`config.mk`:
```
export PLATFORM = sky130hd
export DESIGN_NAME = line_buffer
export DESIGN_NICKNAME = d
export VERILOG_FILES = /design/src/dcache_pkg.sv /design/src/line_buffer.sv
export SDC_FILE = /design/constraint.sdc
export NUM_CORES = 1
export LEC_CHECK = 0
export BUFFER_PORTS_ARGS = -buffer_cell sky130_fd_sc_hd__buf_4
export CAP_MARGIN = 5
export CORE_AREA = 2 2 281 283
export CTS_CLUSTER_DIAMETER = 40
export DETAILED_ROUTE_END_ITERATION = 8
export DIE_AREA = 0 0 283 285
export HOLD_SLACK_MARGIN = 0.15
export PLACE_DENSITY = 0.53
export SYNTH_ARGS = -nofsm -noshare
export SYNTH_HDL_FRONTEND = slang
export SYNTH_SLANG_ARGS = --single-unit
```
`constraint.sdc`:
```
create_clock -name clk -period 9.6 [get_ports clk]
set_input_delay 2.88 -clock clk [delete_from_list [all_inputs] [get_ports clk]]
set_output_delay 2.88 -clock clk [all_outputs]
set_load 0.05 [all_outputs]
```
`src/dcache_pkg.sv`:
```
package dcache_pkg;

	// address and data widths
	localparam int ADDR_W = 32;
	localparam int WORD_W = 32;
	// a line is eight words, so 32 bytes of offset
	localparam int LINE_WORDS = 8;
	localparam int OFFSET_W = 5;
	// the 3-bit plru tree is built for exactly four ways
	localparam int WAYS = 4;
	// bus length field for a whole line, beats minus one
	localparam logic [7:0] BURST_LEN = 8'd7;

	typedef logic [WORD_W-1:0] word_t;
	// element 0 holds the lowest address of the line
	typedef word_t [LINE_WORDS-1:0] line_t;
	typedef logic [WAYS-1:0] way_mask_t;

	typedef struct packed {
		logic write;
		logic [ADDR_W-1:0] addr;
		word_t wdata;
		logic [3:0] wstrb;
	} cpu_req_t;

	typedef struct packed {
		logic [ADDR_W-1:0] addr;
		logic [7:0] len;
	} mem_req_t;

	typedef struct packed {word_t data; logic last;} rd_beat_t;
	typedef struct packed {word_t data; logic [3:0] strb; logic last;} wr_beat_t;

endpackage

```
`src/line_buffer.sv`:
```
module line_buffer import dcache_pkg::*; #(
	parameter int SETS = 128
) (
	input logic clk,
	input logic rst,
	input logic [ADDR_W-1:0] addr,
	input logic [ADDR_W-OFFSET_W-$clog2(SETS)-1:0] sel_tag,
	input line_t sel_line,
	input logic mem_rd_rsp_valid,
	input logic mem_rd_rsp_ready,
	input rd_beat_t mem_rd_rsp,
	input logic mem_wr_req_valid,
	input logic mem_wr_req_ready,
	input logic mem_wr_valid,
	input logic mem_wr_ready,
	output line_t fill_line,
	output mem_req_t mem_rd_req,
	output mem_req_t mem_wr_req,
	output wr_beat_t mem_wr,
	output logic wb_last
);

	localparam int SET_W = $clog2(SETS);

	line_t fill_q, wb_q;
	logic [2:0] beat_q;

	// beats arrive word 0 first, shifting in from the top
	always_ff @(posedge clk) begin
		if (mem_rd_rsp_valid && mem_rd_rsp_ready)
			fill_q <= {mem_rd_rsp.data, fill_q[LINE_WORDS-1:1]};
	end

	assign fill_line = fill_q;

	// victim line captured as the write request goes out
	always_ff @(posedge clk) begin
		if (mem_wr_req_valid && mem_wr_req_ready)
			wb_q <= sel_line;
		else if (mem_wr_valid && mem_wr_ready)
			wb_q <= wb_q >> WORD_W;
	end

	always_ff @(posedge clk) begin
		if (rst || (mem_wr_req_valid && mem_wr_req_ready))
			beat_q <= '0;
		else if (mem_wr_valid && mem_wr_ready)
			beat_q <= beat_q + 3'd1;
	end

	assign wb_last = (beat_q == 3'(LINE_WORDS - 1));
	assign mem_wr = '{data: wb_q[0], strb: 4'hf, last: wb_last};

	// fetch the line holding the request, write back the victim's own line
	assign mem_rd_req = '{addr: {addr[ADDR_W-1:OFFSET_W], OFFSET_W'(0)}, len: BURST_LEN};
	assign mem_wr_req = '{addr: {sel_tag, addr[OFFSET_W +: SET_W], OFFSET_W'(0)},
		len: BURST_LEN};

endmodule

```
; After elaboration in Yosys (flattened, before gate mapping)
; Index checks and enable logic that the tools add are counted.
; Widths: inputs -> output; s select.
[classes]
n_eq_ne = 1
n_mux = 2
n_reduce_logical = 5
add_sub_neg = 1
[op_table]
columns = cell, n
row1 = $mux 256, 2
row2 = $add 3x1->3 const B, 1
row3 = $eq 3x3->1 const B, 1
row4 = $logic_and 1x1->1, 3
row5 = $reduce_bool 2->1, 1
row6 = $logic_or 1x1->1, 1
[word_totals]
word_cells = 26
reg_bits = 515

; Depth between registers and ports, before layout
[depth]
word_depth = 3
ltp_mapped = 4

; Worst setup path after synthesis
; OpenSTA, ideal clock, no wires.
[synth_timing]
path_type = input to register
startpoint = in mem_wr_req_valid
endpoint = reg wb_q (netlist bit mem_wr[10]) (enable)
setup_ns = 1.957
path_slack_ns = 0.203
arrival_time_ns = 7.440
path_buffers = 2
cell_stages = 4
cell_sequence = nand2_2 buf_6 buf_6 nand2_1
[synth_between]
elab_chain_len = 2
[synth_rtl]
columns = item, line
row1 = start: declaration, line_buffer.sv:12  ; input logic mem_wr_req_valid,
row2 = $logic_and 1x1->1, line_buffer.sv:38  ; if (mem_wr_req_valid && mem_wr_req_ready)
row3 = $reduce_bool 2->1 (no source line), --
row4 = end signal: assignment, line_buffer.sv:39  ; wb_q <= sel_line;
row5 = end signal: assignment, line_buffer.sv:41  ; wb_q <= wb_q >> WORD_W;
row6 = end: declaration, line_buffer.sv:25  ; line_t fill_q, wb_q;
; No other way between the ends.
; A chain may end at the register's enable or synchronous reset.

; Worst setup path in the final report
[layout_timing]
startpoint = in addr[7]
endpoint = out mem_wr_req[15] in the netlist's numbering
[layout_rtl]
columns = item, line
row1 = start: declaration, line_buffer.sv:6  ; input logic [ADDR_W-1:0] addr,
row2 = end: declaration, line_buffer.sv:18  ; output mem_req_t mem_wr_req,
; No word-level cell between the ends.

==> flow_summary.rst <==
.. list-table::
   :header-rows: 1

   * - Metric
     - Value
   * - Total number of vias
     - 10200
   * - Worst EP required
     - 6.72 ns
   * - First-pass GRT wire length
     - 73.9 mm
   * - Final setup margin
     - approximately 3.8 ns
   * - # clock sinks
     - roughly 520
   * - Share of cells above drive strength 1
     - approximately half
   * - Maximum number of pins on one net before global-route repair
     - 169
   * - Vias per Instance
     - 3.89
   * - Worst slack, placed
     - roughly 3.6 ns
   * - Row count
     - around 100
   * - Router iterations before antenna repair
     - 4
   * - CTS clock-pin slew for the worst setup and hold paths
     - approximately 0.060 ns
   * - Part of the Yosys area used for sequential elements
     - about 80%
   * - Signed area change from the synthesized netlist to the final layout
     - 39.6%
   * - Buffers on Ports
     - approximately 590
   * - Initial antenna violation count
     - 10
   * - Upper clock frequency limit
     - between 150 and 200 MHz
   * - Maximum clock path buffer count
     - 3
   * - Critical path type
     - input port to primary output
   * - Area of the die
     - approximately 80000 um^2
   * - Sum of overflow across all layers after global routing
     - 0
   * - Worst slack on hold paths
     - around 0.43 ns
   * - Worst min-delay path class
     - flop to flop
   * - Final number of hold-violating endpoints
     - 0
   * - Unrepaired setup endpoints after global routing
     - no
   * - Routed length per instance
     - between 20 and 25 um
   * - Combined global-route utilization of all metal layers
     - 12.5%
   * - Number of setup buffers added after CTS
     - 0
   * - Slew at the pin with the worst max-slew slack
     - 1.08 ns
   * - Cell area after synthesis
     - a little under 20000 um^2
   * - # Max-Cap Violations
     - 0
   * - Leakage power figure
     - a little over 10 nW
   * - Insertion delay to the later sink of the worst-skew pair
     - 0.60 ns
   * - Die boundary height
     - approximately 290 um
   * - Antenna Violating Nets Remaining
     - 0
   * - Count of endpoints failing setup in the final report
     - 0
   * - Worst max-slew margin expressed relative to the limit
     - between 20 and 30%
   * - Synthesized instance count
     - about 940
   * - Nature of the critical path endpoint
     - primary output
   * - H-Tree Depth
     - 3
   * - Outcome
     - completed
   * - TritonCTS buffer count
     - between 80 and 90
   * - Largest fanout on the critical path
     - 2
   * - Count of yosys warnings during synthesis
     - 0
   * - Drc violations
     - 0
   * - Post-layout min period
     - a little under 6 ns
   * - Drt initial violations
     - 550
   * - Pins over their slew limit
     - 0
   * - Post-CTS Resized
     - 0
   * - Chip Width
     - 283 um
   * - Number of synthesized register bits
     - between 500 and 600
   * - CTS root buf
     - clkbuf_16
   * - Largest vdd supply drop
     - around 0.00014 V
   * - Initial standard-cell utilization of the core
     - around a quarter
   * - Startpoint Class
     - input port
   * - Number of distinct library cell variants in the gate-level netlist after synthesis
     - 19
   * - Data arrival time of the critical path
     - ~2.9 ns
   * - Max Clock Skew
     - around 0.026 ns
   * - RD Place Congestion
     - 0.904
   * - Hold bufs inserted after CTS
     - 0
   * - Total Power
     - 6.32 mW
   * - CTS tree
     - built
   * - Routed WL
     - around 53 mm
   * - Core area
     - slightly below 80000 um^2
   * - Areal power density over the cells
     - about 230 nW/um^2
   * - Estimated wirelength of the detail-placed design
     - between 30 and 40 mm
   * - Number of placed I/O pins
     - 723
   * - Vias in the first global route
     - 10500
   * - Synthesized area divided by synthesized cell count
     - 20.7 um^2
   * - Finished Core Util
     - 34.7%
   * - Summed negative setup slack over all endpoints
     - 0 ns
   * - Period Utilization, post-route
     - between 60% and 70%
   * - Total Nets Final
     - about 1800
==> registers in the layout, indices dropped and copies added, names as in the netlist <==
| signal | cells |
|---|---|
| wb_q | 224 |
| fill_line | 256 |
| beat_q | 3 |
| mem_wr | 32 |
==> Yosys cell counts (all sizes together) <==
cell,instances,share of area [%]
nand3b,1,0.039
and3,32,1.0
edfxtp,512,79
mux2,224,13
a21o,1,0.039
nand2,3,0.071
buf,141,5.7
clkbuf,6,0.12
and2,1,0.032
a21oi,3,0.077
dfxtp,3,0.31
conb,2,0.039
a21bo,3,0.15
ha,2,0.13
nand3,2,0.052
==> through the flow <==
step	std cells	cell area (um^2)
floorplan	964	19500
global placement	2458	24200
detailed placement	2458	24200
CTS	2613	27100
global route	2619	27100
finish	2619	27100
==> cell usage in the layout, fill, tap and decap left out, types with 5 or more instances in the layout <==
| cell | count |
|---|---|
| inv_6 | 6 |
| clkinv_1 | 9 |
| buf_4 | 589 |
| clkinv_2 | 13 |
| edfxtp_1 | 512 |
| conb_1 | 30 |
| bufinv_16 | 11 |
| diode_2 | 6 |
| clkbuf_1 | 13 |
| mux2_1 | 149 |
| clkbuf_16 | 86 |
| clkinv_4 | 5 |
| clkinvlp_4 | 5 |
| and3_1 | 32 |
| mux2_2 | 75 |
==> per-layer routing <==
layer	routed length [um]	global-route usage, %
met1	20900	14.8
met2	25500	19.8
met3	4780	5.53
met4	1490	5.20
met5	10	0
==> cell families after synthesis <==
kind of cell | after synthesis | share of synthesized area [%]
flops | 515 | 79.5
fa+ha+maj | 2 | 0.129
mux | 224 | 13.0
simple gates | 39 | 1.22
compound gates | 7 | 0.271
buf+inv | 147 | 5.81
other cells | 2 | 0.0387
==> power breakdown <==
group | leakage, nW | internal [mW] | switching (mW)
Clock | 1.40 | 1.96 | 1.09
Combinational | 4.09 | 0.209 | 0.353
Sequential | 4.89 | 2.66 | 0.0600
==> path summary, 6_finish.rpt <==
check        slack (ns)                        to                     start  cells past startpoint
max                3.84            mem_wr_req[15]                   addr[7]                      0
min                0.43  fill_line[150]$_DFFE_PP_  fill_line[182]$_DFFE_PP_                      0
max reg2reg        8.46        wb_q[94]$_DFFE_PP_       wb_q[126]$_DFFE_PP_                      1
min reg2reg        0.43  fill_line[150]$_DFFE_PP_  fill_line[182]$_DFFE_PP_                      0
==> layout make-up <==
cell class | count | area (um^2)
multi-input combinational | 302 | 2970
fill | 7491 | 50900
sequential | 515 | 15400
tap | 1050 | 1310
clock buffer | 99 | 2200
timing repair buffer | 591 | 4460
antenna | 6 | 15.0
clock inverter | 56 | 689
Note: power is estimated with default switching activity, not from simulation.
