`src/dcache_pkg.sv`:
```
package dcache_pkg;

	// address and data widths
	localparam int ADDR_W = 32;
	localparam int WORD_W = 32;
	// a line is eight words, so 32 bytes of offset
	localparam int LINE_WORDS = 8;
	localparam int OFFSET_W = 5;
	// the 3-bit plru tree is built for exactly four ways
	localparam int WAYS = 4;
	// bus length field for a whole line, beats minus one
	localparam logic [7:0] BURST_LEN = 8'd7;

	typedef logic [WORD_W-1:0] word_t;
	// element 0 holds the lowest address of the line
	typedef word_t [LINE_WORDS-1:0] line_t;
	typedef logic [WAYS-1:0] way_mask_t;

	typedef struct packed {
		logic write;
		logic [ADDR_W-1:0] addr;
		word_t wdata;
		logic [3:0] wstrb;
	} cpu_req_t;

	typedef struct packed {
		logic [ADDR_W-1:0] addr;
		logic [7:0] len;
	} mem_req_t;

	typedef struct packed {word_t data; logic last;} rd_beat_t;
	typedef struct packed {word_t data; logic [3:0] strb; logic last;} wr_beat_t;

endpackage

```
`src/plru_policy.sv`:
```
module plru_policy import dcache_pkg::*; #(
	parameter int SETS = 128
) (
	input logic clk,
	input logic rst,
	input logic [ADDR_W-1:0] addr,
	input way_mask_t set_valid,
	input logic access_en,
	input way_mask_t sel_way,
	output way_mask_t victim
);

	localparam int SET_W = $clog2(SETS);

	logic [SET_W-1:0] set_idx;
	// bit 0 is the root, bit 1 the way0/way1 node, bit 2 the way2/way3 node
	logic [2:0] tree_q [SETS];
	logic [2:0] tree;

	assign set_idx = addr[OFFSET_W +: SET_W];
	assign tree = tree_q[set_idx];

	// empty ways are filled lowest first, the tree only decides in a full set
	always_comb begin
		if (!set_valid[0])
			victim = 4'b0001;
		else if (!set_valid[1])
			victim = 4'b0010;
		else if (!set_valid[2])
			victim = 4'b0100;
		else if (!set_valid[3])
			victim = 4'b1000;
		else if (!tree[0])
			victim = tree[1] ? 4'b0010 : 4'b0001;
		else
			victim = tree[2] ? 4'b1000 : 4'b0100;
	end

	// each node is pointed away from the side just touched
	always_ff @(posedge clk) begin
		if (rst) begin
			for (int s = 0; s < SETS; s++)
				tree_q[s] <= '0;
		end else if (access_en) begin
			if (sel_way[0] || sel_way[1]) begin
				tree_q[set_idx][0] <= 1'b1;
				tree_q[set_idx][1] <= sel_way[0];
			end else begin
				tree_q[set_idx][0] <= 1'b0;
				tree_q[set_idx][2] <= sel_way[2];
			end
		end
	end

endmodule

```
`config.mk`:
```
export PLATFORM = sky130hd
export DESIGN_NAME = plru_policy
export DESIGN_NICKNAME = d
export VERILOG_FILES = /design/src/dcache_pkg.sv /design/src/plru_policy.sv
export SDC_FILE = /design/constraint.sdc
export NUM_CORES = 1
export LEC_CHECK = 0
export ABC_AREA = 1
export BUFFER_PORTS_ARGS = -buffer_cell sky130_fd_sc_hd__buf_2
export CORE_ASPECT_RATIO = 1.2
export CORE_MARGIN = 4
export CORE_UTILIZATION = 57
export DETAILED_ROUTE_END_ITERATION = 10
export PLACE_DENSITY = 0.74
export SYNTH_ARGS = -nofsm -noshare
export SYNTH_HDL_FRONTEND = slang
export SYNTH_SLANG_ARGS = --single-unit
```
`constraint.sdc`:
```
create_clock -name clk -period 2.85 [get_ports clk]
set_input_delay 0.855 -clock clk [delete_from_list [all_inputs] [get_ports clk]]
set_output_delay 0.855 -clock clk [all_outputs]
set_load 0.01 [all_outputs]
```
# Yosys cells after proc, flatten, opt, wreduce, memory -nomap -nowiden

Memories as Yosys holds them, arrays and structs flattened.
Cells that the tools add are included.

Register bits after elaboration: 0
Bits in writable memories: 384
Output and inout port bits: 4
Memories: 1

Mux-type cells: 21
Bitwise gates (word level): 1
Reduce and logical (&&, ||, !) cells: 2

Memories:

| memory | words | width | rd ports | clocked after memory_dff | wr ports | line              | text |
|---|---|---|---|---|---|---|---|
| tree_q | 128   | 3     | 1        | 0                        | 128      | plru_policy.sv:17 | `logic [2:0] tree_q [SETS];` |

Operator list:

| operator           | number |
|---|---|
| 4-bit 2-to-1 mux   | 6 |
| 1-bit 2-to-1 mux   | 11 |
| 7-bit 2-to-1 mux   | 1 |
| 3-bit 2-to-1 mux   | 2 |
| 3-bit OR reduction | 1 |
| 2-bit 2-to-1 mux   | 1 |
| 1-bit logical OR   | 1 |
| 1-bit OR           | 1 |

# Longest topological paths before layout

Word-level depth: 8
Mapped depth: 17

# Worst setup path before layout

No wires, ideal clock.

Path type: input to output
Start: input port addr[5]
End: output port victim[0]
Arrival time: 2230 ps
Setup slack: -235 ps
Stages: 12
Buffers on the path: 2
Path through: buf_6 buf_4 or2_2 nand3_1 nand2_1 o21ai_1 nand2_1 o21ai_1 nand2_1 nor2_1 nand2_1 o21ai_1

Cells in the longest elaborated chain, start to end: 7

RTL lines:

| item                   | line              | text |
|---|---|---|
| start: declaration     | plru_policy.sv:6  | `input logic [ADDR_W-1:0] addr,` |
| memory 128 x 3 bit (*) | -                 |  |
| 2-bit 2-to-1 mux       | plru_policy.sv:34 | `victim = tree[1] ? 4'b0010 : 4'b0001;` |
| 4-bit 2-to-1 mux (*)   | plru_policy.sv:33 | `else if (!tree[0])` |
| 4-bit 2-to-1 mux (*)   | plru_policy.sv:31 | `else if (!set_valid[3])` |
| 4-bit 2-to-1 mux (*)   | plru_policy.sv:29 | `else if (!set_valid[2])` |
| 4-bit 2-to-1 mux (*)   | plru_policy.sv:27 | `else if (!set_valid[1])` |
| 4-bit 2-to-1 mux (*)   | plru_policy.sv:25 | `if (!set_valid[0])` |
| end: declaration       | plru_policy.sv:10 | `output way_mask_t victim` |

Every way passes the cells marked *; elsewhere a longest branch is shown, timed or not.

# Worst setup path in the final report

Start: input port addr[5]
End: output port victim[2]

Cells in the longest elaborated chain, start to end: 7

RTL lines:

| item                   | line              | text |
|---|---|---|
| memory 128 x 3 bit (*) | -                 |  |
| 4-bit 2-to-1 mux       | plru_policy.sv:36 | `victim = tree[2] ? 4'b1000 : 4'b0100;` |
| 4-bit 2-to-1 mux (*)   | plru_policy.sv:33 |  |
| 4-bit 2-to-1 mux (*)   | plru_policy.sv:31 |  |
| 4-bit 2-to-1 mux (*)   | plru_policy.sv:29 |  |
| 4-bit 2-to-1 mux (*)   | plru_policy.sv:27 |  |
| 4-bit 2-to-1 mux (*)   | plru_policy.sv:25 |  |

Marked as above.

==> metrics.md <==
| Metric | Value |
|---|---|
| Antenna diodes | `0` |
| Register area share after synthesis | `0.554` |
| Status | `finished with violations` |
| Failing checks | `negative setup slack` |
| Worst VDD drop | `0.458 mV` |
| Buffer and inverter count on the worst path | `4` |
| Yosys warns | `0` |
| Endpoints failing hold | `0` |
| CTS Buffer Depth | `3` |
| Worst slew pin tran | `0.985 ns` |
| Root Buffer | `clkbuf_16` |
| Min-Delay Path Depth | `3` |
| Period utilization | `1.25` |
| CP max-delay cell | `buf_12` |
| Syn Nets | `2,564` |
| Largest Register | `tree_q` |
| Leak | `0.0101 uW` |
| Post-Syn Area | `20,800 sq um` |
| Die area | `39,600 sq um` |
| Fin crit period | `3.58 ns` |
| Max Clk Rate | `280 MHz` |
| CP Class | `in2out` |
| Max-slew headroom | `0.344` |
| Largest net degree at the start of global routing | `223` |
| # hold bufs at CTS | `0` |
| H-tree depth reported by CTS | `2` |
| Final hold slack | `0.710 ns` |
| Ports | `47` |
| Total CTS buffers | `39` |
| Core area | `35,900 sq um` |
| Avg WL per Cell | `20.6 um` |
| Max cap viols | `0` |
| Final Max Slew Viols | `0` |
| Reg area | `11,500 sq um` |
| Dpl hpwl | `37,300 um` |
| Commonest non-fill, non-tap cell in the layout | `nand2_1` |
| # setup viols final | `4` |
| PwrDens | `538 nW/um^2` |
| Number of global-route vias before repair | `17,583` |
| NumNets Final | `2,612` |
| Worst Setup End Kind | `primary output` |
| Overall routed net length | `63,100 um` |
| Initial Utilization | `0.579` |
| CP cell instances | `buf_16 -> buf_12 -> clkbuf_16 -> nand2_1 -> nand3_1 -> nand2_2 -> nor2_2 -> nor2_1 -> nor2_1 -> nand2_1 -> nand2_2 -> nand3_4 -> nor2_4 -> nand3_2 -> a21oi_2 -> buf_2` |
| Largest register FFs | `384` |
| Mapped Avg Cell Area | `8.25 sq um` |
| GRT Util Overall | `0.305` |
| Critical Path RT | `2.00 ns` |
| Syn Inst Count | `2,521` |
| Fillers | `2,734` |
| Dpl ws | `-0.928 ns` |
| Area delta synth->final | `17.0%` |
| Non-Filler Instances | `3,061` |
| Post-synth cell types | `33` |
| DRC violations left | `0` |
| Unrepaired setup endpoints after global routing | `true` |
| Total grt overflow | `0` |
| CTS tree | `done` |
| Inst Count DP | `2,961` |
| Synthesized flop and latch total | `384` |
| Row cnt | `76` |
| Vias | `18,605` |
| 1st-iter DRT viols | `2,424` |
| Tightest Hold Check Type | `in2reg` |
| Final WS setup | `-0.725 ns` |
| Initial DRT Pass Iterations | `8` |
| Crit Path Max Fanout | `6` |
| Most frequent cells in the layout | `nand2_1 (735), edfxtp_1 (384), nor2_1 (340), o21ai_0 (217), inv_1 (155)` |
| Post-DRT Antenna Nets | `0` |
| Cell family with most CP delay | `simple AND/OR/NAND/NOR gates` |
| Die width | `182 um` |
| Worst EP arrival | `2.72 ns` |
| Clock Pin Slew Worst Setup and Hold Paths | `0.06 ns` |
| CP peak stage delay | `0.18 ns` |
| IO Port Bufs | `20` |
| Multi-input gate area | `7960 sq um` |
| First-pass GRT wire length | `95,500 um` |
| Clock sink count | `384` |
| Stages on the worst setup path | `16` |
| Initial antenna violation count | `0` |
| Die height | `217 um` |
| Routed vias/inst | `6.08` |
| Final weighted congestion in routability-driven placement | `0.913` |
| Startpoint types | `primary input` |
| Largest regs | `tree_q: 384 flops` |
| Layout cells sized above 1 | `0.134` |
[metrics by stage]
| step | area [sq um] | util | power, uW | setup TNS (ns) |
|---|---|---|---|---|
| after detailed placement | 22200 | 0.617 | 8090 | -9.89 |
| final | 24300 | 0.677 | 13100 | -2.78 |
| after floorplan | 20900 | - | 7550 | -0.677 |
| after global placement | 22200 | 0.617 | 8050 | -5.78 |
| after global routing | 24300 | 0.677 | 13400 | -3.05 |
| after CTS | 23900 | 0.664 | 12900 | -2.55 |
[worst paths after layout]
path	from	end	slack, ns
max	addr[5]	victim[2]	-0.73
min	sel_way[0]	tree_q[27][1]	0.71
[power breakdown]
group	internal, uW	switching [uW]	total, uW	leakage (uW)
combinational	564	1080	1650	0.00588
clock	2710	2150	4860	0.000555
sequential	6480	94.3	6580	0.00365
total	9750	3330	13100	0.0101
[layer usage]
metal,vias up,global-route usage,wire (um)
li1,8435,-,-
met1,8706,0.392,21800
met2,1214,0.502,30100
met3,250,0.0518,7330
met4,0,0.155,3790
met5,-,0,0
[synthesized netlist by cell type (all sizes together)]
cell type,instances,area (sq um)
a21boi,1,7.51
a21oi,59,295
a22oi,2,15.0
buf,81,512
clkbuf,119,447
clkinv,1,3.75
edfxtp,384,11500
inv,166,628
nand2,752,2830
nand3,110,551
nand3b,6,45.0
nand4,9,56.3
nor2,363,1400
nor3,130,673
nor4,5,106
o2111ai,1,8.76
o211ai,3,22.5
o21ai,310,1550
or2,19,119
[what timing repair did]
action                     in CTS  in global routing
buffers inserted                7                  9
setup endpoints to repair       4                  4
gates cloned                    9                 10
resized for setup              62                 48
pin swaps                      19                 44
[tightest hold or removal path: stages]
cell and delay [ns]:
buf_2 0.13, inv_4 0.06, nor2_1 0.09
[kinds of logic (layout without fill, tap and decap cells)]
group,after synthesis,count (layout),synth area share
simple gates,1394,1394,0.278
compound gates,376,376,0.0913
buf+inv,367,439,0.0764
flops,384,384,0.554
[final cells by class]
class / count / share of cell area
Sequential cell: 384 / 0.474
Multi-Input combinational cell: 1770 / 0.327
Timing Repair Buffer: 205 / 0.0989
Clock buffer: 52 / 0.0439
Inverter: 167 / 0.0278
Tap cell: 468 / 0.0241
Clock inverter: 13 / 0.00350
Timing Repair inverter: 2 / 0.000925
No activity file was read; power rests on OpenSTA's default activity.
